## src/design/rst_sequencer.sv

```systemverilog
// Post-reset ready sequencer
`default_nettype none

module rst_sequencer #(
  parameter int RstCountWidth = 6
) (
  input  logic mig_ui_clk,
  input  logic mig_ui_rst,
  input  logic pll_locked_i,
  output logic sys_ready_o
);

  logic [RstCountWidth-1:0] count_q;
  logic                     count_full;
  logic                     ready_q;

  assign count_full = &count_q;  // Saturated at all ones

  // --------------------------------------------------
  // Count and ready flag
  // --------------------------------------------------

  always_ff @(posedge mig_ui_clk or posedge mig_ui_rst)
  begin
    if (mig_ui_rst)
    begin
      count_q <= '0;
      ready_q <= 1'b0;
    end
    else
    begin
      if (!count_full)
        count_q <= count_q + 1'b1;  // Stops once full
      if (count_full && pll_locked_i)
        ready_q <= 1'b1;            // Sticky until next reset
    end
  end

  assign sys_ready_o = ready_q;

  // Once released, the system stays released
  ready_sticky_a: assert property (
    @(posedge mig_ui_clk) disable iff (mig_ui_rst)
    sys_ready_o |=> sys_ready_o
  );

endmodule

`default_nettype wire

```

## config.mk

```make
export PLATFORM = sky130hd
export DESIGN_NAME = rst_sequencer
export DESIGN_NICKNAME = d
export VERILOG_FILES = /design/src/design/rst_sequencer.sv
export SDC_FILE = /design/constraint.sdc
export NUM_CORES = 1
export LEC_CHECK = 0
export BUFFER_PORTS_ARGS = -buffer_cell sky130_fd_sc_hd__clkbuf_2
export CORE_AREA = 5 5 42 44
export CTS_BUF_LIST = sky130_fd_sc_hd__clkbuf_4 sky130_fd_sc_hd__clkbuf_8
export CTS_CLUSTER_SIZE = 40
export DETAILED_ROUTE_END_ITERATION = 12
export DIE_AREA = 0 0 47 49
export HOLD_SLACK_MARGIN = 0.06
export MAX_ROUTING_LAYER = met4
export SKIP_CTS_REPAIR_TIMING = 1
export SYNTH_ARGS = -nofsm -noshare
export SYNTH_HDL_FRONTEND = slang
export SYNTH_SLANG_ARGS = --single-unit
```

## constraint.sdc

```tcl
create_clock -name mig_ui_clk -period 1.6 [get_ports mig_ui_clk]
set_clock_uncertainty 0.1 [all_clocks]
set_input_delay 0.08 -clock mig_ui_clk [delete_from_list [all_inputs] [get_ports mig_ui_clk]]
set_output_delay 0.08 -clock mig_ui_clk [all_outputs]
set_load 0.03 [all_outputs]
```

After elaboration in Yosys (flattened, before gate mapping)
Index checks and enable logic that the tools add are counted.
Word-level totals
  logic and storage cells: 5
  bits in read-only memories: 0
  input bits: 3
  bits in writable memories: 0
  memories kept: 0
  register bits: 7
  latch bits: 0
  output and inout bits: 1
Operators by class
  div/mod/pow operators: 0
  order comparisons: 0
  reductions and logical operators: 2
  muxes and demuxes: 0
  multiply operators: 0
  bitwise logic cells: 0
  add/subtract/negate cells: 1
  equal/unequal tests: 0
  shift-type cells: 0
Operator list (count)
  6-bit by 1-bit adder with 6-bit output (second input constant): 1
  6-bit AND reduction: 1
  1-bit logical AND: 1

Logic depth before layout (Yosys ltp)
  depth in word-level cells: 2
  mapped depth: 4

Worst setup path before layout
OpenSTA, ideal clock, no wires.
  path kind: register to register
  from: register count_q[0]
  to: register count_q[1]
  arrival time: 1.099 ns
  slack: 0.274 ns
  stages on the path, launching flop included: 5
  path buffers: 0
  required time: 1.372 ns
  cell sequence: dfrtp_1 ha_1 nand2_1 nor2_4 mux2_1
On the way
  cells in the longest elaborated chain, start to end: 1
  elaborated cells on any way between the ends: 2
RTL lines
  start, declared: RTL line 13  | logic [RstCountWidth-1:0] count_q;
  start signal, assigned: RTL line 33  | count_q <= count_q + 1'b1;
  6-bit by 1-bit adder with 6-bit output or 6-bit AND reduction (tied branches): RTL line 33, 17
Several ways; a longest one is shown, not always the timed one.
A chain may end at the register's enable or synchronous reset.

Final worst setup path
Same ends and word-level chain as after synthesis.

==> impl_metrics.py <==
metrics = {
    "clocking": {
        "cts_num_sinks": 7,
        "cts_max_path_buffers": 2,
        "cts.htree.levels": 1,
        "insertion_delay_ps": 250,
        "cts_tree": "built",
        "numCtsBuffers": 3,
        "cts-root-buf": "clkbuf_4",
        "cts.clk_slew.worst_paths_ps": 60,
    },
    "worst_setup_path": {
        "start_kind": "register",
        "ff2ff_path_depth": 4,
        "cp.arrival_ps": 1450,
        "reg2reg_slack_ps": 190,
        "critPathKind": "reg -> reg",
        "critPathMaxFanout": 5,
        "r2r_end": "count_q[1]$_DFFE_PP0N_",
        "cp.required_ps": 1630,
        "end_kind": "register",
        "r2r_start": "count_q[0]$_DFFE_PP0N_",
    },
    "timing": {
        "maxSlewViolCount": 0,
        "finalSetupViolations": 0,
        "fmax_ghz": 0.7072,
        "tightestPinTransition_ps": 264.4,
        "slew_headroom_pct": 82.35,
        "period_needed_ps": 1414,
        "hold_viol": 0,
        "period_share_pct": 88.37,
        "layout_setup_ws_ps": 186.0,
        "rsz0062_at_grt": "false",
        "finalSetupTns_ps": 0,
    },
    "placed_design": {
        "port_buffers": 3,
        "gp_congestion": 0.7651,
        "dp_slack_ps": 192.4,
    },
    "final_layout": {
        "multi_input_area_um2": 136.4,
        "n_antenna_cell": 0,
        "drive_above_1_share_pct": 27.03,
        "fin_nets": 42,
        "fillerInstances": 153,
        "register_area_um2": 175.2,
        "area_delta_synth_final_pct": 26.67,
    },
    "drt": {
        "wl_per_cell_um": 9.283,
        "ant_nets": 0,
        "vias": 214,
        "drcViolationCount": 0,
        "drtIter0Drc": 5,
        "via_per_inst": 4.038,
        "dr.pass1.iters": 4,
        "drt_wl_total_um": 492,
    },
    "floorplanning": {
        "die_w_um": 47,
        "die_y_um": 49,
        "fp-row-count": 14,
        "io_pins": 4,
        "core-area_um2": 1401,
        "dieArea_um2": 2303,
        "start_util_pct": 22.77,
    },
    "pwr": {
        "swShare_pct": 19.06,
        "internal_power_mw": 0.2944,
        "total_power_mw": 0.3637,
        "pwr-share-comb_pct": 2.7,
        "power.switching_mw": 0.06933,
        "ir_drop_mv": 0.3197,
        "power_density_nw_per_um2": 899.9,
        "power_frac_seq_pct": 48.7,
        "p_clk_share_pct": 48.6,
        "p_leak_nw": 0.1784,
    },
    "synth": {
        "netlist-cell-type-count": 18,
        "syn-instance-count": 28,
        "synth_area_leader_cell": "dfrtp_1",
        "yosysSeqAreaShare_pct": 54.90,
        "synth_fp_nets": 32,
        "synth_top_area_share_pct": 54.90,
        "synth-edff-count": 0,
        "synthTopCellsByArea": "dfrtp_1 55%, nand3_1 4.7%, ha_1 3.9%",
        "synth_area_um2": 319.1,
        "yosys_warnings": 0,
        "yosysMostFrequentCell": "dfrtp_1",
        "syn_area_per_cell_um2": 11.39,
        "synth_commonest_cells": "7 x dfrtp_1, 3 x nand3_1, 2 x inv_1, 2 x nand2_1",
        "async_reset_ff_share_pct": 100.0,
        "ys_seq_elements": 7,
        "synth_ff_type": "dfrtp_1",
    },
    "global_routing": {
        "grt_max_degree": 8,
        "antenna_found_initial": 0,
        "grt_usage_pct": 5.612,
        "grt_pass1_vias": 197,
        "grt_pass1_wl_um": 890,
        "globalRouteOverflowTotal": 0,
    },
    "worst_hold_path": {
        "hp-class": "in -> async",
    },
    "run": {
        "cap_violations": 0,
    },
    "status": {
        "status": "completed",
    },
}
-- area by class of cell --
type                    instances  area share [%]
inverters                       2           1.858
clock buffers                   4           7.430
flip-flops and latches          7           43.34
well taps                      16           4.954
multi-input cells              19           33.75
repair buffers                  5           8.669
-- placed cells by master, fill, tap and decap left out, drive strengths merged --
cell	instances
dfrtp	7
clkbuf	7
nand3	4
nand2	2
inv	2
dlygate4sd3	2
nor2	2
mux2	2
o21a	1
xor2	1
o21ai	1
nor3	1
a21oi	1
xnor2	1
a21o	1
nand2b	1
ha	1
-- worst max-delay path by stage --
| stage | start | end | slack [ps] |
|---|---|---|---|
| floorplan | count_q[0]$_DFFE_PP0N_ | count_q[1]$_DFFE_PP0N_ | 270 |
| global placement | count_q[0]$_DFFE_PP0N_ | count_q[1]$_DFFE_PP0N_ | 210 |
| detailed placement | count_q[0]$_DFFE_PP0N_ | count_q[1]$_DFFE_PP0N_ | 190 |
| CTS | count_q[0]$_DFFE_PP0N_ | count_q[1]$_DFFE_PP0N_ | 190 |
| global route | count_q[0]$_DFFE_PP0N_ | count_q[1]$_DFFE_PP0N_ | 100 |
| finish | count_q[0]$_DFFE_PP0N_ | count_q[1]$_DFFE_PP0N_ | 190 |
-- through the flow --
stage	instances	hold slack, ps	instance area (um2)	util [%]
floorplan	28	-216.6	319.1	-
global placement	47	-95.33	354.1	25.27
detailed placement	47	-90.35	354.1	25.27
CTS	51	-358.8	384.1	27.41
global route	53	235.4	404.1	28.84
finish	53	186.5	404.1	28.84
-- registers in the layout (all words and copies together), names as in the netlist --
| signal | flops |
|---|---|
| sys_ready_o | 1 |
| count_q | 6 |
-- cells by family (layout without fill, tap and decap cells) --
group | Yosys count | after routing | share of synthesized area (%)
DFF | 7 | 7 | 54.90
AOI/OAI and AO/OA | 4 | 4 | 7.842
and+or+nand+nor | 10 | 10 | 18.43
buffers and inverters | 2 | 11 | 2.354
adders and majority gates | 1 | 1 | 3.921
muxes | 2 | 2 | 7.058
xor gates and xnor gates | 2 | 2 | 5.491
-- routing by layer --
metal	vias up	GRT usage, %	wire length [um]
met5	-	-	0
met4	0	4.147	4
met3	2	2.214	22
met2	4	7.014	251
met1	96	7.014	215
li1	112	-	-
-- power by group through the flow --
stage          Sequential [mW]  Clock (mW)  Combinational (mW)
2_1_floorplan            0.180           0             0.00282
3_3_place_gp             0.180           0             0.00606
3_5_place_dp             0.180           0             0.00628
4_1_cts                  0.177       0.181             0.00623
5_1_grt                  0.177       0.197              0.0116
6_report                 0.177       0.177             0.00974
-- critical path, cell delays in order, from the launching register on --
cell and delay [ps]:
dfrtp_1 390, ha_1 230, nand2_1 120, nor2_4 120, mux2_1 330
Power figures use the tool's default switching activity.
