$ cat src/design/fan_pwm.sv
// Fan PWM generator
`default_nettype none

module fan_pwm #(
  parameter int PwmWidth = 4
) (
  input  logic                mig_ui_clk,
  input  logic                mig_ui_rst,
  input  logic [PwmWidth-1:0] pwm_setting_i,
  output logic                fan_pwm_o
);

  logic [PwmWidth-1:0] period_q;  // Wraps every 2**PwmWidth cycles
  logic                pwm_q;

  // --------------------------------------------------
  // Period counter and compare
  // --------------------------------------------------

  always_ff @(posedge mig_ui_clk or posedge mig_ui_rst)
  begin
    if (mig_ui_rst)
    begin
      period_q <= '0;
      pwm_q    <= 1'b0;
    end
    else
    begin
      period_q <= period_q + 1'b1;
      pwm_q    <= (period_q < pwm_setting_i);  // High for setting cycles per period
    end
  end

  assign fan_pwm_o = pwm_q;

endmodule

`default_nettype wire

$ cat config.mk
export PLATFORM = sky130hd
export DESIGN_NAME = fan_pwm
export DESIGN_NICKNAME = d
export VERILOG_FILES = /design/src/design/fan_pwm.sv
export SDC_FILE = /design/constraint.sdc
export NUM_CORES = 1
export LEC_CHECK = 0
export BUFFER_PORTS_ARGS = -buffer_cell sky130_fd_sc_hd__buf_2
export CAP_MARGIN = 10
export CORE_AREA = 2 2 39 41
export CTS_CLUSTER_DIAMETER = 100
export DETAILED_ROUTE_END_ITERATION = 10
export DIE_AREA = 0 0 41 43
export GPL_ROUTABILITY_DRIVEN = 1
export SYNTH_ARGS = -nofsm -noshare
export SYNTH_HDL_FRONTEND = slang
export SYNTH_SLANG_ARGS = --single-unit
$ cat constraint.sdc
create_clock -name mig_ui_clk -period 1.2 [get_ports mig_ui_clk]
set_input_delay 0.12 -clock mig_ui_clk [delete_from_list [all_inputs] [get_ports mig_ui_clk]]
set_output_delay 0.12 -clock mig_ui_clk [all_outputs]
set_load 0.02 [all_outputs]
* Yosys cells after proc, flatten, opt, wreduce, memory -nomap -nowiden
Index checks and enable logic that the tools add are counted. Widths: inputs -> output; s select.
Storage, ports and cells: bits in registers 5, output and inout port bits 1, input port bits 6
Operators by class: $lt $le $gt $ge 1, $add $sub $neg 1
Operator list (count):
- $add 4x1->4 const B | 1
- $lt 4x4->1 | 1

* Depth between registers and ports, before layout
Gate-level depths: netlist of run 1.
word-level depth 1, mapped depth 5, gate-level depth less buffers 5

* Worst setup path after synthesis of run 1
OpenSTA, ideal clock, no wires.
kind register -> register, start point register period_q[1], end point register pwm_q (netlist: fan_pwm_o), data required time 1.096 ns, stages on the path, launching flop included 4, clock period less this slack 1.052 ns, buffers on the path 0, arrival time 0.949 ns, path slack 0.148 ns, path through dfrtp_1 -> ha_1 -> a21boi_2 -> o41ai_2
Between the ends: longest elaborated chain between the ends 1
RTL lines:
- start, declared | line 13 | logic [PwmWidth-1:0] period_q;
- start signal, assigned | line 29 | period_q <= period_q + 1'b1;
- $lt 4x4->1 | line 30 | pwm_q <= (period_q < pwm_setting_i);
- end signal, assigned | line 30
- end, declared | line 14 | logic pwm_q;
Every way passes these cells.

* Worst setup path in the final report of run 1
Ends and elaborated chain as after synthesis.

==> results.yml, run 1 <==
status:
  outcome: "finished, final reports clean"
layout:
  drive_above_1_share_pct: 39.4
  stdcell_count: 49
  final_common_cell: "buf_2"
  layout_common_cells: "buf_2 (6), dfrtp_1 (5), inv_1 (4), ha_1 (4), clkbuf_4 (3)"
  syn2layout_area_growth_pct: 35.6
  diodes: 0
  nets: 44
  postLayoutCellArea_um2: 348
critical_path:
  worstPathCellList: "ha_1, a21boi_2, o41ai_2"
  critPathTopFamily: "flip-flops"
  path_depth: 3
  crit_start: "period_q[1]$_DFF_PP0_"
  crit_required_ns: 1.34
  r2r-start: "period_q[1]$_DFF_PP0_"
  slowest_delay_ns: 0.39
  reg2reg_depth: 3
  crit_path_end: "fan_pwm_o$_DFF_PP0_"
  slowest_stage: "dfrtp_1"
  rrSetupSlack_ns: 0.09
  worst-path-buf-inv: 0
  cp_max_fo: 3
  end_kind: "flop"
  crit_arrival_ns: 1.25
  regToRegEndpoint: "fan_pwm_o$_DFF_PP0_"
  crit_type: "flop to flop"
  worstSetupStartpointType: "flop"
detailed_routing:
  viasPerCell: 3.71
  remaining_drc_errors: 0
  first_iter_violations: 1
  routedWlPerCell_um: 8.00
  vias: 182
  drt-total-wl_um: 392
  ant_nets: 0
  drt-pass1-iter-count: 2
floorplan:
  coreArea_um2: 1380
  rows: 14
  die_h_um: 43
  die-area_um2: 1760
  io_pins: 7
  die_w_um: 41
  start_util_pct: 18.5
yosys:
  syn-instance-count: 22
  seq_area_frac_synth_pct: 48.8
  synth-seq-cells: 5
  synth_area_um2: 256
  synth.avg_cell_area_um2: 11.7
  yosysWarningCount: 0
  ys_types: 11
  synth_nets: 32
global_route:
  grt_max_degree: 6
  grt_pass1_vias: 196
  antenna_found_initial: 0
  grt_pass1_wl_um: 738
  grt-ovfl-total: 0
  gr-usage-all-layers_pct: 7.16
clocking:
  cts.sinks: 5
  post-cts-setup-buffers: 0
  htree_levels: 1
  ctsLongestPathBuffers: 2
  cts_made_buffers: 3
  clockRootBuffer: "clkbuf_4"
  clock_latency_ns: 0.24
  path_clk_slew_ns: 0.04
  cts_tree: "yes"
placed_design:
  hpwl_um: 326
  io_buffers: 6
  gp_congestion: 0.647
  dp.cells: 44
  place_area_um2: 307
timing:
  fmax_mhz: 903
  slew-limit-headroom_pct: 84.2
  worstMarginPinSlew_ns: 0.235
  fin_crit_sh_pct: 92.3
  finalCriticalPeriod_ns: 1.11
  rsz0062_at_grt: "false"
  fin_skew_ns: 0.00692
  setup-tns-final_ns: 0
  maxSlewViolCount: 0
  hold_viol: 0
  setup_viol: 0
pwr:
  p_leak_nw: 0.193
  power_density_nw_per_um2: 1120
  ir_drop_v: 0.000552
worst_hold_path:
  hp-class: "input pin to flop"
job:
  max_cap_viol_count: 0
worst min path at each step:
stage | start | to | slack [ns] | cells after the start
floorplan | mig_ui_rst | fan_pwm_o$_DFF_PP0_ | -0.10 | 1
global placement | mig_ui_rst | period_q[3]$_DFF_PP0_ | 0.02 | 2
detailed placement | mig_ui_rst | period_q[3]$_DFF_PP0_ | 0.02 | 2
CTS | pwm_setting_i[0] | fan_pwm_o$_DFF_PP0_ | 0.23 | 3
global route | pwm_setting_i[0] | fan_pwm_o$_DFF_PP0_ | 0.24 | 3
finish | pwm_setting_i[0] | fan_pwm_o$_DFF_PP0_ | 0.23 | 3
timing repair:
action / 4_1_cts / 5_1_grt
setup endpoints to repair: 0 / 1
hold buffers: 1 / 0
hold endpoints to repair: 5 / 0
gates resized for setup: 0 / 1
kinds of logic (layout without fill, tap and decap cells):
family	Yosys count	count (layout)	share of synthesized area, %
buffers and inverters	5	16	7.31
adders and majority gates	4	4	19.5
DFF	5	5	48.8
xor gates and xnor gates	2	2	6.83
AOI/OAI and AO/OA	2	2	10.7
and+or+nand+nor	4	4	6.83
stage by stage:
stage	worst slack [ns]	hold WS (ns)	total power, mW	util, %
2_1_floorplan	0.148	-0.101	0.187	-
3_3_place_gp	0.0944	0.0236	0.197	22.2
3_5_place_dp	0.0854	0.0235	0.198	22.2
4_1_cts	0.0752	0.225	0.398	24.8
5_1_grt	0.0275	0.239	0.427	25.1
6_report	0.0921	0.229	0.389	25.1
where the power goes:
part	switching, mW	internal, mW	leakage (nW)
sequential	0.000151	0.170	0.0610
combinational	0.0129	0.0151	0.117
clock	0.0652	0.126	0.0150
Yosys cell counts:
library cell | count | area [um^2]
xor2_1 | 1 | 8.76
nor2_1 | 2 | 7.51
nor3_1 | 1 | 5.00
a21boi_2 | 1 | 11.3
nand3_1 | 1 | 5.00
ha_1 | 4 | 50.1
o41ai_2 | 1 | 16.3
inv_1 | 4 | 15.0
dfrtp_1 | 5 | 125
xnor2_1 | 1 | 8.76
inv_2 | 1 | 3.75
layer usage:
layer | wire length (um) | vias up | GRT usage, %
met5 | 0 | - | 0
met4 | 0 | 0 | 2.00
met3 | 53 | 0 | 9.42
met2 | 175 | 9 | 8.75
met1 | 163 | 81 | 7.19
li1 | - | 92 | -
state kept, by name, summed over array words and instances, names as in the netlist:
register   cells
period_q       4
fan_pwm_o      1
cell type report:
class | count | area [um^2]
Tap cell | 16 | 20.0
Fill cell | 162 | 1040
Multi-Input combinational cell | 12 | 118
Inverter | 5 | 18.8
Timing Repair Buffer | 7 | 40.0
Clock buffer | 4 | 26.3
Sequential cell | 5 | 125
worst min-delay path, cell delays in order:
cell and delay, ns:
buf_2 0.11, a21boi_2 0.14, o41ai_2 0.07
Note: power is estimated with default switching activity, not from simulation.
==> run 2, diff against run 1 <==
--- a/config.mk
+++ b/config.mk
@@ -8,6 +8,7 @@
 export BUFFER_PORTS_ARGS = -buffer_cell sky130_fd_sc_hd__buf_2
 export CAP_MARGIN = 10
 export CORE_AREA = 2 2 39 41
+export CTS_BUF_LIST = sky130_fd_sc_hd__clkbuf_4
 export CTS_CLUSTER_DIAMETER = 100
 export DETAILED_ROUTE_END_ITERATION = 10
 export DIE_AREA = 0 0 41 43
==> results.yml, run 2 (same netlist as run 1, synthesis figures left out) <==
detailed_routing:
  remaining_drc_errors: 0
  viasPerCell: 3.71
  ant_nets: 0
  routedWlPerCell_um: 8.02
  drt-total-wl_um: 393
  first_iter_violations: 1
  drt-pass1-iter-count: 2
  vias: 182
critical_path:
  reg2reg_depth: 3
  end_kind: "flop"
  worstPathCellList: "ha_1, a21boi_2, o41ai_2"
  slowest_delay_ns: 0.39
  cp_max_fo: 3
  r2r-start: "period_q[1]$_DFF_PP0_"
  worstSetupStartpointType: "flop"
  crit_path_end: "fan_pwm_o$_DFF_PP0_"
  crit_arrival_ns: 1.25
  crit_start: "period_q[1]$_DFF_PP0_"
  rrSetupSlack_ns: 0.09
  crit_required_ns: 1.34
  crit_type: "flop to flop"
  regToRegEndpoint: "fan_pwm_o$_DFF_PP0_"
  slowest_stage: "dfrtp_1"
floorplan:
  start_util_pct: 18.5
  die_w_um: 41
  coreArea_um2: 1380
  die_h_um: 43
  rows: 14
  die-area_um2: 1760
  io_pins: 7
layout:
  postLayoutCellArea_um2: 352
  syn2layout_area_growth_pct: 37.1
  diodes: 0
  layout_common_cells: "buf_2 (6), dfrtp_1 (5), inv_1 (4), ha_1 (4), clkbuf_4 (4)"
  largest-register: "period_q"
  largest_reg_flops: 4
  drive_above_1_share_pct: 42.4
  nets: 44
  final_common_cell: "buf_2"
timing:
  fin_crit_sh_pct: 92.4
  worstMarginPinSlew_ns: 0.235
  slew-limit-headroom_pct: 84.2
  fmax_mhz: 902
  hold_viol: 0
  maxSlewViolCount: 0
  rsz0062_at_grt: "false"
  finalCriticalPeriod_ns: 1.11
  fin_skew_ns: 0.00647
  setup_viol: 0
  setup-tns-final_ns: 0
job:
  max_cap_viol_count: 0
clocking:
  cts_made_buffers: 3
  htree_levels: 1
  cts_tree: "yes"
  post-cts-setup-buffers: 0
  clockRootBuffer: "clkbuf_4"
  cts.sinks: 5
  path_clk_slew_ns: 0.04
  ctsLongestPathBuffers: 2
  clock_latency_ns: 0.24
global_route:
  grt_pass1_wl_um: 738
  grt-ovfl-total: 0
  grt_max_degree: 6
  grt_pass1_vias: 196
  gr-usage-all-layers_pct: 7.16
  antenna_found_initial: 0
pwr:
  ir_drop_v: 0.000555
  p_leak_nw: 0.196
  seqPwrFrac_pct: 41.3
  power_density_nw_per_um2: 1170
  p_comb_share_pct: 6.8
  clock_power_share_pct: 51.9
  switchingPower_uw: 78.7
  p_int_uw: 333
  p_sw_share_pct: 19.1
placed_design:
  io_buffers: 6
  gp_congestion: 0.647
  place_area_um2: 307
  hpwl_um: 326
worst_hold_path:
  hp-class: "input pin to flop"
  min_path_cells: 3
status:
  outcome: "finished, final reports clean"
[run 2: final cells by class]
class / count / area, um^2
Timing Repair Buffer: 7 / 40.0
Tap cell: 16 / 20.0
Fill cell: 160 / 1030
Multi-Input combinational cell: 12 / 118
Clock buffer: 4 / 30.0
Sequential cell: 5 / 125
Inverter: 5 / 18.8
[run 2: layer usage]
| layer | GRT usage, % | wire length [um] | part of all wire, % |
|---|---|---|---|
| met1 | 7.19 | 164 | 42 |
| met5 | 0 | 0 | 0 |
| met4 | 2.00 | 0 | 0 |
| met3 | 9.42 | 53 | 13 |
| met2 | 8.75 | 175 | 45 |
[run 2: worst max-delay path: cells and delay by family (launching register included)]
family | cells | cell delay [ns]
adders and majority gates | 1 | 0.27
DFF | 1 | 0.39
AOI/OAI and AO/OA | 2 | 0.35
[run 2: worst min path at each step]
stage          slack [ns]        startpoint               endpoint
5_1_grt              0.24  pwm_setting_i[0]    fan_pwm_o$_DFF_PP0_
4_1_cts              0.23  pwm_setting_i[0]    fan_pwm_o$_DFF_PP0_
3_5_place_dp         0.02        mig_ui_rst  period_q[3]$_DFF_PP0_
3_3_place_gp         0.02        mig_ui_rst  period_q[3]$_DFF_PP0_
6_report             0.23  pwm_setting_i[0]    fan_pwm_o$_DFF_PP0_
2_1_floorplan       -0.10        mig_ui_rst    fan_pwm_o$_DFF_PP0_
[run 2: what timing repair did]
action                                  in CTS  in global routing
endpoints found under the setup margin       0                  1
hold endpoints to repair                     5                  0
resized for setup                            0                  1
hold buffers                                 1                  0
[run 2: power by group through the flow]
stage	registers [mW]	logic [mW]	clock network (mW)
6_report	0.170	0.0280	0.214
5_1_grt	0.170	0.0332	0.246
4_1_cts	0.170	0.0279	0.224
3_5_place_dp	0.173	0.0252	0
3_3_place_gp	0.173	0.0247	0
2_1_floorplan	0.174	0.0128	0
[run 2: through the flow]
step           power (mW)  setup slack [ns]  hold slack, ns  util, %  cells
2_1_floorplan       0.187             0.148          -0.101        -     22
6_report            0.412            0.0915           0.229     25.4     49
3_3_place_gp        0.197            0.0944          0.0236     22.2     44
3_5_place_dp        0.198            0.0854          0.0235     22.2     44
4_1_cts             0.422            0.0742           0.225     25.0     49
5_1_grt             0.449            0.0282           0.239     25.4     49
==> run 3, diff against run 2 <==
==> constraint.sdc (replaced) <==
create_clock -name mig_ui_clk -period 1.3 [get_ports mig_ui_clk]
set_input_delay 0.13 -clock mig_ui_clk [delete_from_list [all_inputs] [get_ports mig_ui_clk]]
set_output_delay 0.13 -clock mig_ui_clk [all_outputs]
set_load 0.02 [all_outputs]
==> results.yml, run 3 (same netlist as run 1, synthesis figures left out) <==
status:
  outcome: "finished, final reports clean"
layout:
  drive_above_1_share_pct: 39.4
  nets: 44
  largest_reg_flops: 4
  stdcell_count: 49
  final_common_cell: "buf_2"
  largest-register: "period_q"
  syn2layout_area_growth_pct: 35.1
  layout_common_cells: "buf_2 (6), dfrtp_1 (5), inv_1 (4), ha_1 (4), clkbuf_4 (4)"
  diodes: 0
global_route:
  grt_max_degree: 6
  grt_pass1_wl_um: 869
  grt-ovfl-total: 0
  grt_pass1_vias: 219
  gr-usage-all-layers_pct: 8.17
  antenna_found_initial: 0
critical_path:
  crit_arrival_ns: 1.25
  crit_path_end: "fan_pwm_o$_DFF_PP0_"
  crit_type: "flop to flop"
  reg2reg_depth: 3
  crit_start: "period_q[1]$_DFF_PP0_"
  slowest_stage: "dfrtp_1"
  worstPathCellList: "ha_1, a21boi_2, o41ai_2"
  worstSetupStartpointType: "flop"
  cp_max_fo: 3
  crit_required_ns: 1.45
  regToRegEndpoint: "fan_pwm_o$_DFF_PP0_"
  end_kind: "flop"
  rrSetupSlack_ns: 0.19
  slowest_delay_ns: 0.39
  r2r-start: "period_q[1]$_DFF_PP0_"
detailed_routing:
  ant_nets: 0
  viasPerCell: 3.80
  vias: 186
  drt-total-wl_um: 446
  remaining_drc_errors: 0
  routedWlPerCell_um: 9.10
  first_iter_violations: 0
  drt-pass1-iter-count: 1
timing:
  layout_setup_ws_ns: 0.193
  fin_crit_sh_pct: 85.2
  fin_skew_ns: 0.00380
  rsz0062_at_grt: "false"
  fmax_mhz: 903
  setup-tns-final_ns: 0
  slew-limit-headroom_pct: 85.2
  setup_viol: 0
  hold_viol: 0
  maxSlewViolCount: 0
  worstMarginPinSlew_ns: 0.220
  finalCriticalPeriod_ns: 1.11
clocking:
  cts_tree: "yes"
  htree_levels: 1
  cts_made_buffers: 3
  hold_buffers: 1
  path_clk_slew_ns: 0.05
  ctsLongestPathBuffers: 2
  clock_latency_ns: 0.25
  post-cts-setup-buffers: 0
  clockRootBuffer: "clkbuf_4"
  cts.sinks: 5
  ctsResizeCount: 0
pwr:
  p_leak_nw: 0.195
  clock_power_share_pct: 52.8
  ir_drop_v: 0.000464
  switchingPower_uw: 79.1
  power_density_nw_per_um2: 1120
  p_int_uw: 308
  seqPwrFrac_pct: 40.6
  p_sw_share_pct: 20.5
  p_comb_share_pct: 6.6
floorplan:
  io_pins: 7
  die_w_um: 41
  coreArea_um2: 1380
  die_h_um: 43
  start_util_pct: 18.5
  die-area_um2: 1760
  rows: 14
job:
  max_cap_viol_count: 0
placed_design:
  gp_congestion: 0.623
  dpl_worst_slack_ns: 0.199
  hpwl_um: 349
  io_buffers: 6
  dp.cells: 44
worst_hold_path:
  hp-class: "input pin to flop"
-- run 3: layout make-up --
cell class              count  area [um^2]
inverters                   5         18.8
multi-input cells          12          113
well taps                  16         20.0
flip-flops and latches      5          125
fillers                   150         1040
clock buffers               4         30.0
repair buffers              7         40.0
-- run 3: stage by stage --
stage | util, % | total power, mW | hold slack (ns) | instance area [um^2]
floorplan | - | 0.172 | -0.0915 | 256
global placement | 22.2 | 0.182 | 0.0333 | 307
detailed placement | 22.2 | 0.183 | 0.0377 | 307
CTS | 25.0 | 0.393 | 0.243 | 347
global route | 25.0 | 0.416 | 0.271 | 347
finish | 25.0 | 0.387 | 0.244 | 347
-- run 3: worst max-delay path, delay by kind of cell, from the launching register on --
| family | cells | cell delay, ns |
|---|---|---|
| compound gates | 2 | 0.35 |
| fa+ha+maj | 1 | 0.27 |
| flops | 1 | 0.39 |
-- run 3: power by group through the flow --
stage | Sequential [mW] | Clock, mW | Combinational (mW)
2_1_floorplan | 0.161 | 0 | 0.0118
3_3_place_gp | 0.159 | 0 | 0.0229
5_1_grt | 0.157 | 0.229 | 0.0302
4_1_cts | 0.157 | 0.210 | 0.0260
6_report | 0.157 | 0.204 | 0.0254
3_5_place_dp | 0.159 | 0 | 0.0235
-- run 3: worst min-delay path by stage --
stage | from | end | slack (ns) | cells after the start
6_report | pwm_setting_i[0] | fan_pwm_o$_DFF_PP0_ | 0.24 | 3
3_3_place_gp | mig_ui_rst | period_q[3]$_DFF_PP0_ | 0.03 | 2
3_5_place_dp | mig_ui_rst | period_q[2]$_DFF_PP0_ | 0.04 | 2
2_1_floorplan | mig_ui_rst | fan_pwm_o$_DFF_PP0_ | -0.09 | 1
5_1_grt | pwm_setting_i[0] | fan_pwm_o$_DFF_PP0_ | 0.27 | 3
4_1_cts | pwm_setting_i[0] | fan_pwm_o$_DFF_PP0_ | 0.24 | 3
-- run 3: per-layer routing --
metal / wire (um) / GRT usage (%) / share of wire, %
met5: 0 / 0 / 0
met4: 0 / 2.00 / 0
met1: 191 / 8.50 / 43
met2: 195 / 10.6 / 44
met3: 60 / 9.42 / 13
