**config.mk**
```make
export PLATFORM = sky130hd
export DESIGN_NAME = mem_arbiter_flat
export DESIGN_NICKNAME = d
export VERILOG_FILES = /design/src/design/soc_mem_pkg.sv /design/src/design/mem_ifs.sv /design/src/design/mem_arbiter.sv /design/src/flat_wrapper.sv
export SDC_FILE = /design/constraint.sdc
export NUM_CORES = 1
export LEC_CHECK = 0
export BUFFER_PORTS_ARGS = -buffer_cell sky130_fd_sc_hd__buf_2
export CAP_MARGIN = 20
export CORE_AREA = 2 2 170 172
export DETAILED_ROUTE_END_ITERATION = 8
export DIE_AREA = 0 0 172 174
export PLACE_DENSITY = 0.33
export SYNTH_ARGS = -nofsm -noshare
export SYNTH_HDL_FRONTEND = slang
export SYNTH_SLANG_ARGS = --single-unit
```
**constraint.sdc**
```tcl
create_clock -name mig_ui_clk -period 3 [get_ports mig_ui_clk]
set_input_delay 0.6 -clock mig_ui_clk [delete_from_list [all_inputs] [get_ports mig_ui_clk]]
set_output_delay 0.6 -clock mig_ui_clk [all_outputs]
set_load 0.005 [all_outputs]
```
**src/design/soc_mem_pkg.sv**
```systemverilog
// Shared memory bus definitions
`default_nettype none

package soc_mem_pkg;

  // --------------------------------------------------
  // Bus geometry
  // --------------------------------------------------

  parameter int DataWidth = 64;             // Bus word width
  parameter int StrbWidth = DataWidth / 8;  // One enable per byte lane

  // Debug and core
  parameter int NumMasters = 2;

  // --------------------------------------------------
  // Word and enable types
  // --------------------------------------------------

  typedef logic [DataWidth-1:0] data_t;
  typedef logic [StrbWidth-1:0] strb_t;

  // One storage word, seen either whole or by byte lane.
  // The byte view lets a write touch only the enabled lanes
  // while reads always return the whole word.
  typedef union packed {
    data_t                       word;   // Whole word for reads
    logic [StrbWidth-1:0][7:0]   bytes;  // Lane view for merges
  } mem_word_u;

endpackage

`default_nettype wire

```
**src/design/mem_ifs.sv**
```systemverilog
// Master request and memory port interfaces
`default_nettype none

// Four-phase req/ack bus from one master to the arbiter
interface mem_req_if #(
  parameter int AddrWidth = 8
);
  logic                   req;
  logic                   we;
  logic [AddrWidth-1:0]   addr;
  soc_mem_pkg::strb_t     be;
  soc_mem_pkg::data_t     wdata;
  logic                   ack;
  soc_mem_pkg::data_t     rdata;

  modport master  (output req, we, addr, be, wdata, input  ack, rdata);
  modport arbiter (input  req, we, addr, be, wdata, output ack, rdata);
endinterface

// Single-cycle word port from the arbiter to the memory
interface mem_port_if #(
  parameter int AddrWidth = 8
);
  logic                   en;
  logic                   we;
  logic [AddrWidth-1:0]   addr;
  soc_mem_pkg::strb_t     be;
  soc_mem_pkg::data_t     wdata;
  soc_mem_pkg::data_t     rdata;

  modport ctrl (output en, we, addr, be, wdata, input  rdata);
  modport mem  (input  en, we, addr, be, wdata, output rdata);
endinterface

`default_nettype wire

```
**src/design/mem_arbiter.sv**
```systemverilog
// Round-robin arbiter for the shared memory
`default_nettype none

module mem_arbiter #(
  parameter int AddrWidth = 8
) (
  input  logic        mig_ui_clk,
  input  logic        mig_ui_rst,
  input  logic        sys_ready_i,
  mem_req_if.arbiter  dbg_bus,
  mem_req_if.arbiter  core_bus,
  mem_port_if.ctrl    mem
);

  localparam logic [1:0] StIdle    = 2'd0;  // Waiting for a request
  localparam logic [1:0] StAccess  = 2'd1;  // Memory port driven
  localparam logic [1:0] StRespond = 2'd2;  // Ack held until req drops
  localparam logic [1:0] StRelease = 2'd3;  // Ack low, back to idle

  logic [1:0]                          state_q;
  logic [soc_mem_pkg::NumMasters-1:0]  pend;         // Bit 0 debug, bit 1 core
  logic [soc_mem_pkg::NumMasters-1:0]  grant_q;      // One-hot winner
  logic [soc_mem_pkg::NumMasters-1:0]  ack_q;
  logic                                last_core_q;  // Core was served last
  logic                                win_req;
  logic                                sel_core;

  assign pend     = {core_bus.req, dbg_bus.req};
  assign win_req  = |(pend & grant_q);  // Winner still holding req
  assign sel_core = grant_q[1];

  // --------------------------------------------------
  // Grant and handshake FSM
  // --------------------------------------------------

  always_ff @(posedge mig_ui_clk or posedge mig_ui_rst)
  begin
    if (mig_ui_rst)
    begin
      state_q     <= StIdle;
      grant_q     <= '0;
      ack_q       <= '0;
      last_core_q <= 1'b0;  // Debug counts as served last
    end
    else
    begin
      case (state_q)
        StIdle:
        begin
          if (sys_ready_i && (|pend))
          begin
            if (&pend)
              grant_q <= last_core_q ? 2'b01 : 2'b10;  // Tie goes to the other one
            else
              grant_q <= pend;
            state_q <= StAccess;
          end
        end
        StAccess:
        begin
          ack_q       <= grant_q;  // Read data lands on this edge
          last_core_q <= grant_q[1];
          state_q     <= StRespond;
        end
        StRespond:
        begin
          if (!win_req)
          begin
            ack_q   <= '0;
            state_q <= StRelease;
          end
        end
        default:
          state_q <= StIdle;
      endcase
    end
  end

  // --------------------------------------------------
  // Memory port and responses
  // --------------------------------------------------

  assign mem.en    = (state_q == StAccess);
  assign mem.we    = sel_core ? core_bus.we    : dbg_bus.we;
  assign mem.addr  = sel_core ? core_bus.addr  : dbg_bus.addr;
  assign mem.be    = sel_core ? core_bus.be    : dbg_bus.be;
  assign mem.wdata = sel_core ? core_bus.wdata : dbg_bus.wdata;

  // Memory holds its read register until the next access
  assign dbg_bus.rdata  = mem.rdata;
  assign core_bus.rdata = mem.rdata;
  assign dbg_bus.ack    = ack_q[0];
  assign core_bus.ack   = ack_q[1];

  acks_exclusive_a: assert property (
    @(posedge mig_ui_clk) disable iff (mig_ui_rst)
    !(dbg_bus.ack && core_bus.ack)
  );

  // An ack answers a live request, never a stale one
  dbg_ack_on_req_a: assert property (
    @(posedge mig_ui_clk) disable iff (mig_ui_rst)
    $rose(dbg_bus.ack) |-> $past(dbg_bus.req)
  );

  core_ack_on_req_a: assert property (
    @(posedge mig_ui_clk) disable iff (mig_ui_rst)
    $rose(core_bus.ack) |-> $past(core_bus.req)
  );

endmodule

`default_nettype wire

```
**src/flat_wrapper.sv**
```systemverilog
// flat-port wrapper written by rule: the top's interface ports become plain ports
module mem_arbiter_flat 
#(
  parameter int AddrWidth = 8
)
  (mig_ui_clk, mig_ui_rst, sys_ready_i, dbg_bus_req, dbg_bus_we, dbg_bus_addr, dbg_bus_be, dbg_bus_wdata, dbg_bus_ack, dbg_bus_rdata, core_bus_req, core_bus_we, core_bus_addr, core_bus_be, core_bus_wdata, core_bus_ack, core_bus_rdata, mem_en, mem_we, mem_addr, mem_be, mem_wdata, mem_rdata);
  mem_req_if #(.AddrWidth(AddrWidth)) dbg_bus_i ();
  mem_req_if #(.AddrWidth(AddrWidth)) core_bus_i ();
  mem_port_if #(.AddrWidth(AddrWidth)) mem_i ();
  input  logic mig_ui_clk;
  input  logic mig_ui_rst;
  input  logic sys_ready_i;
  input wire logic [$bits(dbg_bus_i.req)-1:0] dbg_bus_req;
  input wire logic [$bits(dbg_bus_i.we)-1:0] dbg_bus_we;
  input wire logic [$bits(dbg_bus_i.addr)-1:0] dbg_bus_addr;
  input wire logic [$bits(dbg_bus_i.be)-1:0] dbg_bus_be;
  input wire logic [$bits(dbg_bus_i.wdata)-1:0] dbg_bus_wdata;
  output wire logic [$bits(dbg_bus_i.ack)-1:0] dbg_bus_ack;
  output wire logic [$bits(dbg_bus_i.rdata)-1:0] dbg_bus_rdata;
  input wire logic [$bits(core_bus_i.req)-1:0] core_bus_req;
  input wire logic [$bits(core_bus_i.we)-1:0] core_bus_we;
  input wire logic [$bits(core_bus_i.addr)-1:0] core_bus_addr;
  input wire logic [$bits(core_bus_i.be)-1:0] core_bus_be;
  input wire logic [$bits(core_bus_i.wdata)-1:0] core_bus_wdata;
  output wire logic [$bits(core_bus_i.ack)-1:0] core_bus_ack;
  output wire logic [$bits(core_bus_i.rdata)-1:0] core_bus_rdata;
  output wire logic [$bits(mem_i.en)-1:0] mem_en;
  output wire logic [$bits(mem_i.we)-1:0] mem_we;
  output wire logic [$bits(mem_i.addr)-1:0] mem_addr;
  output wire logic [$bits(mem_i.be)-1:0] mem_be;
  output wire logic [$bits(mem_i.wdata)-1:0] mem_wdata;
  input wire logic [$bits(mem_i.rdata)-1:0] mem_rdata;
  assign dbg_bus_i.req = dbg_bus_req;
  assign dbg_bus_i.we = dbg_bus_we;
  assign dbg_bus_i.addr = dbg_bus_addr;
  assign dbg_bus_i.be = dbg_bus_be;
  assign dbg_bus_i.wdata = dbg_bus_wdata;
  assign dbg_bus_ack = dbg_bus_i.ack;
  assign dbg_bus_rdata = dbg_bus_i.rdata;
  assign core_bus_i.req = core_bus_req;
  assign core_bus_i.we = core_bus_we;
  assign core_bus_i.addr = core_bus_addr;
  assign core_bus_i.be = core_bus_be;
  assign core_bus_i.wdata = core_bus_wdata;
  assign core_bus_ack = core_bus_i.ack;
  assign core_bus_rdata = core_bus_i.rdata;
  assign mem_en = mem_i.en;
  assign mem_we = mem_i.we;
  assign mem_addr = mem_i.addr;
  assign mem_be = mem_i.be;
  assign mem_wdata = mem_i.wdata;
  assign mem_i.rdata = mem_rdata;
  mem_arbiter #(.AddrWidth(AddrWidth)) u_core (.mig_ui_clk(mig_ui_clk), .mig_ui_rst(mig_ui_rst), .sys_ready_i(sys_ready_i), .dbg_bus(dbg_bus_i), .core_bus(core_bus_i), .mem(mem_i));
endmodule
```
### Word-level counts from Yosys, hierarchy flattened

Cells that the tools add are included.

| operators by class | value |
|---|---|
| mux-type cells | 11 |
| reductions and logical operators | 9 |
| bitwise logic cells | 1 |
| equal/unequal tests | 4 |

Operators with widths:

| kind | number |
|---|---|
| $mux 64 | 1 |
| $mux 8 | 2 |
| $mux 2 | 5 |
| $reduce_and 2->1 | 4 |
| $pmux 2 s3 | 1 |
| $pmux 2 s2 | 1 |
| $reduce_or 2->1 | 2 |
| $and 2x2->2 | 1 |
| $eq 2x1->1 const B | 1 |
| $eq 2x2->1 const B | 1 |
| $logic_not 2->1 | 1 |
| $ne 2x1->1 const B | 1 |
| $ne 2x2->1 const B | 1 |
| $reduce_bool 2->1 | 1 |
| $logic_and 1x1->1 | 1 |
| $mux 1 | 1 |

| storage, ports and cells | value |
|---|---|
| register bits | 7 |
| word-level logic and storage cells | 29 |

### Logic depth before layout (Yosys ltp)

| depth | value |
|---|---|
| depth after elaboration | 4 |
| gate-level depth with buffers | 5 |
| depth with buffers taken out | 5 |

### Least setup slack after synthesis

No wires, ideal clock.

| timing | value |
|---|---|
| kind | flip-flop to output port |
| from | register u_core.grant_q[1] (netlist name) |
| to | output port mem_be[0] |
| setup slack | 1,389 ps |
| data arrival time | 1,011 ps |
| cell stages (with the launch flop) | 4 |
| buffers on the path | 2 |
| cells stage by stage | dfrtp_1 -> buf_6 -> buf_6 -> mux2_2 |

| on the way | value |
|---|---|
| word-level cells in the longest chain between the ends | 1 |

RTL lines:

| element | RTL line | RTL |
|---|---|---|
| start, declared | mem_arbiter.sv:22 | `logic [soc_mem_pkg::NumMasters-1:0] grant_q;` |
| start signal, assigned | mem_arbiter.sv:53 | `grant_q <= last_core_q ? 2'b01 : 2'b10;` |
| start signal, assigned | mem_arbiter.sv:55 | `grant_q <= pend;` |
| $mux 8 | mem_arbiter.sv:86 | `assign mem.be = sel_core ? core_bus.be : dbg_bus.be;` |
| end, declared | flat_wrapper.sv:30 | `output wire logic [$bits(mem_i.be)-1:0] mem_be;` |

No other way between the ends.

### Worst setup path after layout

| timing | value |
|---|---|
| from | register u_core.grant_q[1] (netlist name) |
| to | output port mem_wdata[40] |

| on the way | value |
|---|---|
| word-level cells in the longest chain between the ends | 1 |

RTL lines:

| element | RTL line | RTL |
|---|---|---|
| $mux 64 | mem_arbiter.sv:87 | `assign mem.wdata = sel_core ? core_bus.wdata : dbg_bus.wdata;` |
| end, declared | flat_wrapper.sv:31 | `output wire logic [$bits(mem_i.wdata)-1:0] mem_wdata;` |

No other way between the ends.

==> impl_table.tex <==
\begin{tabular}{lr}
\hline
Metric & Value \\
\hline
\multicolumn{2}{l}{\textbf{STA}} \\
\quad Clock Skews & 0.000454 ns \\
\quad Setup repair after global routing missed its margin & no \\
\quad Slew at the pin closest to its max-slew limit & 0.528 ns \\
\quad Final critical-path share of the clock period & 0.809 \\
\quad Setup violators final & 0 \\
\quad Final hold violations & 0 \\
\quad Max-Slew Margin vs Limit & 0.648 \\
\quad Fin crit period & 2.43 ns \\
\quad Minimum setup slack in the final design & 0.574 ns \\
\quad Fin. max-slew vios & 0 \\
\quad Final total negative setup slack & 0 ns \\
\quad Highest clock rate & 0.412 GHz \\
\multicolumn{2}{l}{\textbf{Pwr}} \\
\quad Leakage dissipation & 1.53 nW \\
\quad Power density normalized to cell area & 589 nW/um\^{}2 \\
\quad Clock Power Share & 0.124 \\
\quad Combinational fraction of design power & 0.727 \\
\quad Switching Fraction & 0.370 \\
\quad Fraction of power consumed by sequential logic & 0.149 \\
\quad Psw & 0.680 mW \\
\quad Maximum vdd ir drop & 0.279 mV \\
\quad Internal cell power & 1.16 mW \\
\multicolumn{2}{l}{\textbf{Floorplan}} \\
\quad Die X & 172 um \\
\quad Starting Density & 0.0821 \\
\quad Std cell rows & 62 \\
\quad Vert. Die Dim & 174 um \\
\quad Number of top-level pins & 443 \\
\quad Core region area & 28200 um\^{}2 \\
\quad DIE AREA & 29900 um\^{}2 \\
\multicolumn{2}{l}{\textbf{GRT}} \\
\quad Total track usage & 0.0456 \\
\quad Via count of the first global-routing pass & 2088 \\
\quad Overall overflow remaining after global route & 0 \\
\quad Wire length of the first global-routing pass & 10.4 mm \\
\quad Initial antenna violation count & 0 \\
\quad Maximum number of pins on one net before global-route repair & 38 \\
\multicolumn{2}{l}{\textbf{Worst setup path}} \\
\quad Worst setup path category & reg -> out \\
\quad Required time at the worst-slack endpoint & 2.40 ns \\
\quad Crit path buf inv count & 2 \\
\quad Max stage delay on crit path & 0.76 ns \\
\quad Kind of start point of the critical path & register \\
\quad Setup slack, reg-to-reg & 1.41 ns \\
\quad Arrival time worst endpoint & 1.83 ns \\
\quad Critical-path top delay cell & dfrtp\_4 \\
\quad Largest delay share family, worst path & flip-flops \\
\quad Endpoint class of the critical path & primary output \\
\quad Crit path cell chain & buf\_12 -> mux2\_2 -> buf\_2 \\
\quad Crit path max fanout & 37 \\
\multicolumn{2}{l}{\textbf{CTS}} \\
\quad Resize count post-CTS & 0 \\
\quad Buffers inserted during post-CTS setup optimization & 0 \\
\quad Library cell used as clock root buffer & clkbuf\_16 \\
\quad Worst-Skew Late Latency & 0.23 ns \\
\quad Clk buf depth & 2 \\
\quad CTS tree & built \\
\quad TritonCTS buffer count & 3 \\
\quad Clock-pin slew on the worst setup and hold paths & 0.04 ns \\
\quad Clock H-tree levels & 1 \\
\quad Cts-stage hold buffer count & 0 \\
\quad Clock tree sinks & 7 \\
\multicolumn{2}{l}{\textbf{Routing}} \\
\quad Wire length after detailed routing & 8.02 mm \\
\quad ANT nets after route & 0 \\
\quad Per-cell routed wire length & 10.7 um \\
\quad Via-to-Cell Ratio & 2.74 \\
\quad Total via count after detailed routing & 2060 \\
\quad Post-detailed-route DRC marker count & 0 \\
\quad DR pass1 iterations & 3 \\
\quad First-iteration detailed-routing DRC count & 13 \\
\multicolumn{2}{l}{\textbf{Synth}} \\
\quad Total nets after synthesis & 482 \\
\quad Main area contributors after synthesis & buf\_4 41\%, mux2\_2 40\%, dfrtp\_1 7.6\% \\
\quad Count of cell types in the netlist & 18 \\
\quad Post-Syn Instances & 248 \\
\quad Register bit count reported by yosys & 7 \\
\quad Dominant cell type by area after synthesis & buf\_4 \\
\quad Netlist area before placement & 2320 um\^{}2 \\
\quad Synthesized area per cell & 9.35 um\^{}2 \\
\quad Seq/Total Area, Yosys & 0.0756 \\
\quad Yosys warnings & 0 \\
\quad Area share of the largest cell type after synthesis & 0.414 \\
\multicolumn{2}{l}{\textbf{Placement}} \\
\quad DP Wirelength & 7.02 mm \\
\quad IO buf count & 250 \\
\quad Final weighted congestion in routability-driven placement & 0.657 \\
\quad Worst setup slack before clock tree synthesis & 0.781 ns \\
\multicolumn{2}{l}{\textbf{Layout}} \\
\quad \# nets final & 603 \\
\quad Ant diodes & 0 \\
\quad Fraction of layout cells with a size suffix above 1 & 0.927 \\
\quad Area overhead of the layout relative to synthesis & 34.5\% \\
\multicolumn{2}{l}{\textbf{Status}} \\
\quad Outcome & complete, no violations \\
\multicolumn{2}{l}{\textbf{Hold path}} \\
\quad Min-Delay Path Class & in -> async \\
\multicolumn{2}{l}{\textbf{Run}} \\
\quad Max capacitance violation total & 0 \\
\hline
\end{tabular}
-- stage by stage --
step                      total power [mW]  instance area [um^2]  hold WS [ns]  instances   util
after detailed placement              1.63                  3040         0.496        748  0.108
after CTS                             1.88                  3120         0.305        752  0.110
after floorplan                       1.26                  2320         0.403        248      -
final                                 1.84                  3120         0.291        752  0.110
after global placement                1.66                  3040         0.495        748  0.108
after global routing                  1.99                  3120         0.333        752  0.110
-- sequential cells by signal (all words and copies together) (netlist names) --
signal and cells:
u_core.ack_q 2, u_core.grant_q 2, u_core.state_q 2, u_core.last_core_q 1
-- cells in the final DEF (no fill, tap or decap) --
| master | instances |
|---|---|
| nor2b_1 | 1 |
| a21o_1 | 1 |
| ha_1 | 3 |
| buf_4 | 2 |
| inv_1 | 5 |
| mux2_1 | 1 |
| mux2i_1 | 1 |
| a21oi_1 | 2 |
| o22a_1 | 1 |
| clkbuf_16 | 3 |
| a22oi_2 | 1 |
| clkbuf_1 | 1 |
| dfrtp_4 | 1 |
| a22o_1 | 2 |
| mux2_2 | 82 |
| buf_2 | 250 |
| dfrtp_1 | 6 |
| buf_12 | 1 |
| nand3_1 | 2 |
| o21ai_0 | 1 |
| a2bb2oi_2 | 1 |
-- synthesized netlist by cell type, drive strengths merged --
master,count
buf,137
mux2,83
nor2b,1
ha,3
mux2i,1
nand3,2
a21oi,2
a22oi,1
o21ai,1
a22o,2
a2bb2oi,1
dfrtp,7
inv,5
a21o,1
o22a,1
-- path summary, 6_finish.rpt --
| kind | start | cells after the start | to |
|---|---|---|---|
| setup / recovery | u_core.grant_q[1] | 3 | mem_wdata[40] |
| hold / removal | mig_ui_rst | 2 | u_core.state_q[1] |
| setup reg to reg | u_core.grant_q[1] | 3 | u_core.state_q[1] |
| hold reg to reg | u_core.ack_q[1] | 1 | u_core.ack_q[1] |
| max in group asynchronous | mig_ui_rst | 2 | u_core.grant_q[1] |
| min in group mig_ui_clk | u_core.ack_q[1] | 1 | u_core.ack_q[1] |
-- power groups by stage --
stage,Combinational (mW),Sequential [mW],Clock [mW]
4_1_cts,1.36,0.284,0.235
3_3_place_gp,1.37,0.287,0
6_report,1.33,0.273,0.228
3_5_place_dp,1.35,0.285,0
2_1_floorplan,1.09,0.170,0
5_1_grt,1.45,0.297,0.239
-- metal layers --
| metal | share of wire | global-route usage | vias to the layer above |
|---|---|---|---|
| li1 | - | - | 944 |
| met5 | 0 | 0 | - |
| met3 | 0.16 | 0.0232 | 10 |
| met4 | 0.016 | 0.0154 | 0 |
| met1 | 0.35 | 0.0440 | 884 |
| met2 | 0.48 | 0.0828 | 222 |
-- kinds of logic after synthesis --
| logic type | after synthesis | synth area share |
|---|---|---|
| AO/OA/AOI/OAI | 9 | 0.0329 |
| flip-flops | 7 | 0.0756 |
| adder cells (fa/ha/maj) | 3 | 0.0162 |
| multiplexers | 84 | 0.407 |
| AND/OR/NAND/NOR | 3 | 0.00702 |
| buffers and inverters | 142 | 0.461 |
-- cell type report --
type                    instances  area, um^2
inverters                       5        18.8
repair buffers                253        1290
well taps                     384         480
multi-input cells              99        1070
fillers                      3362       25100
clock buffers                   4        78.8
flip-flops and latches          7         179
No activity file was read; power rests on OpenSTA's default activity.
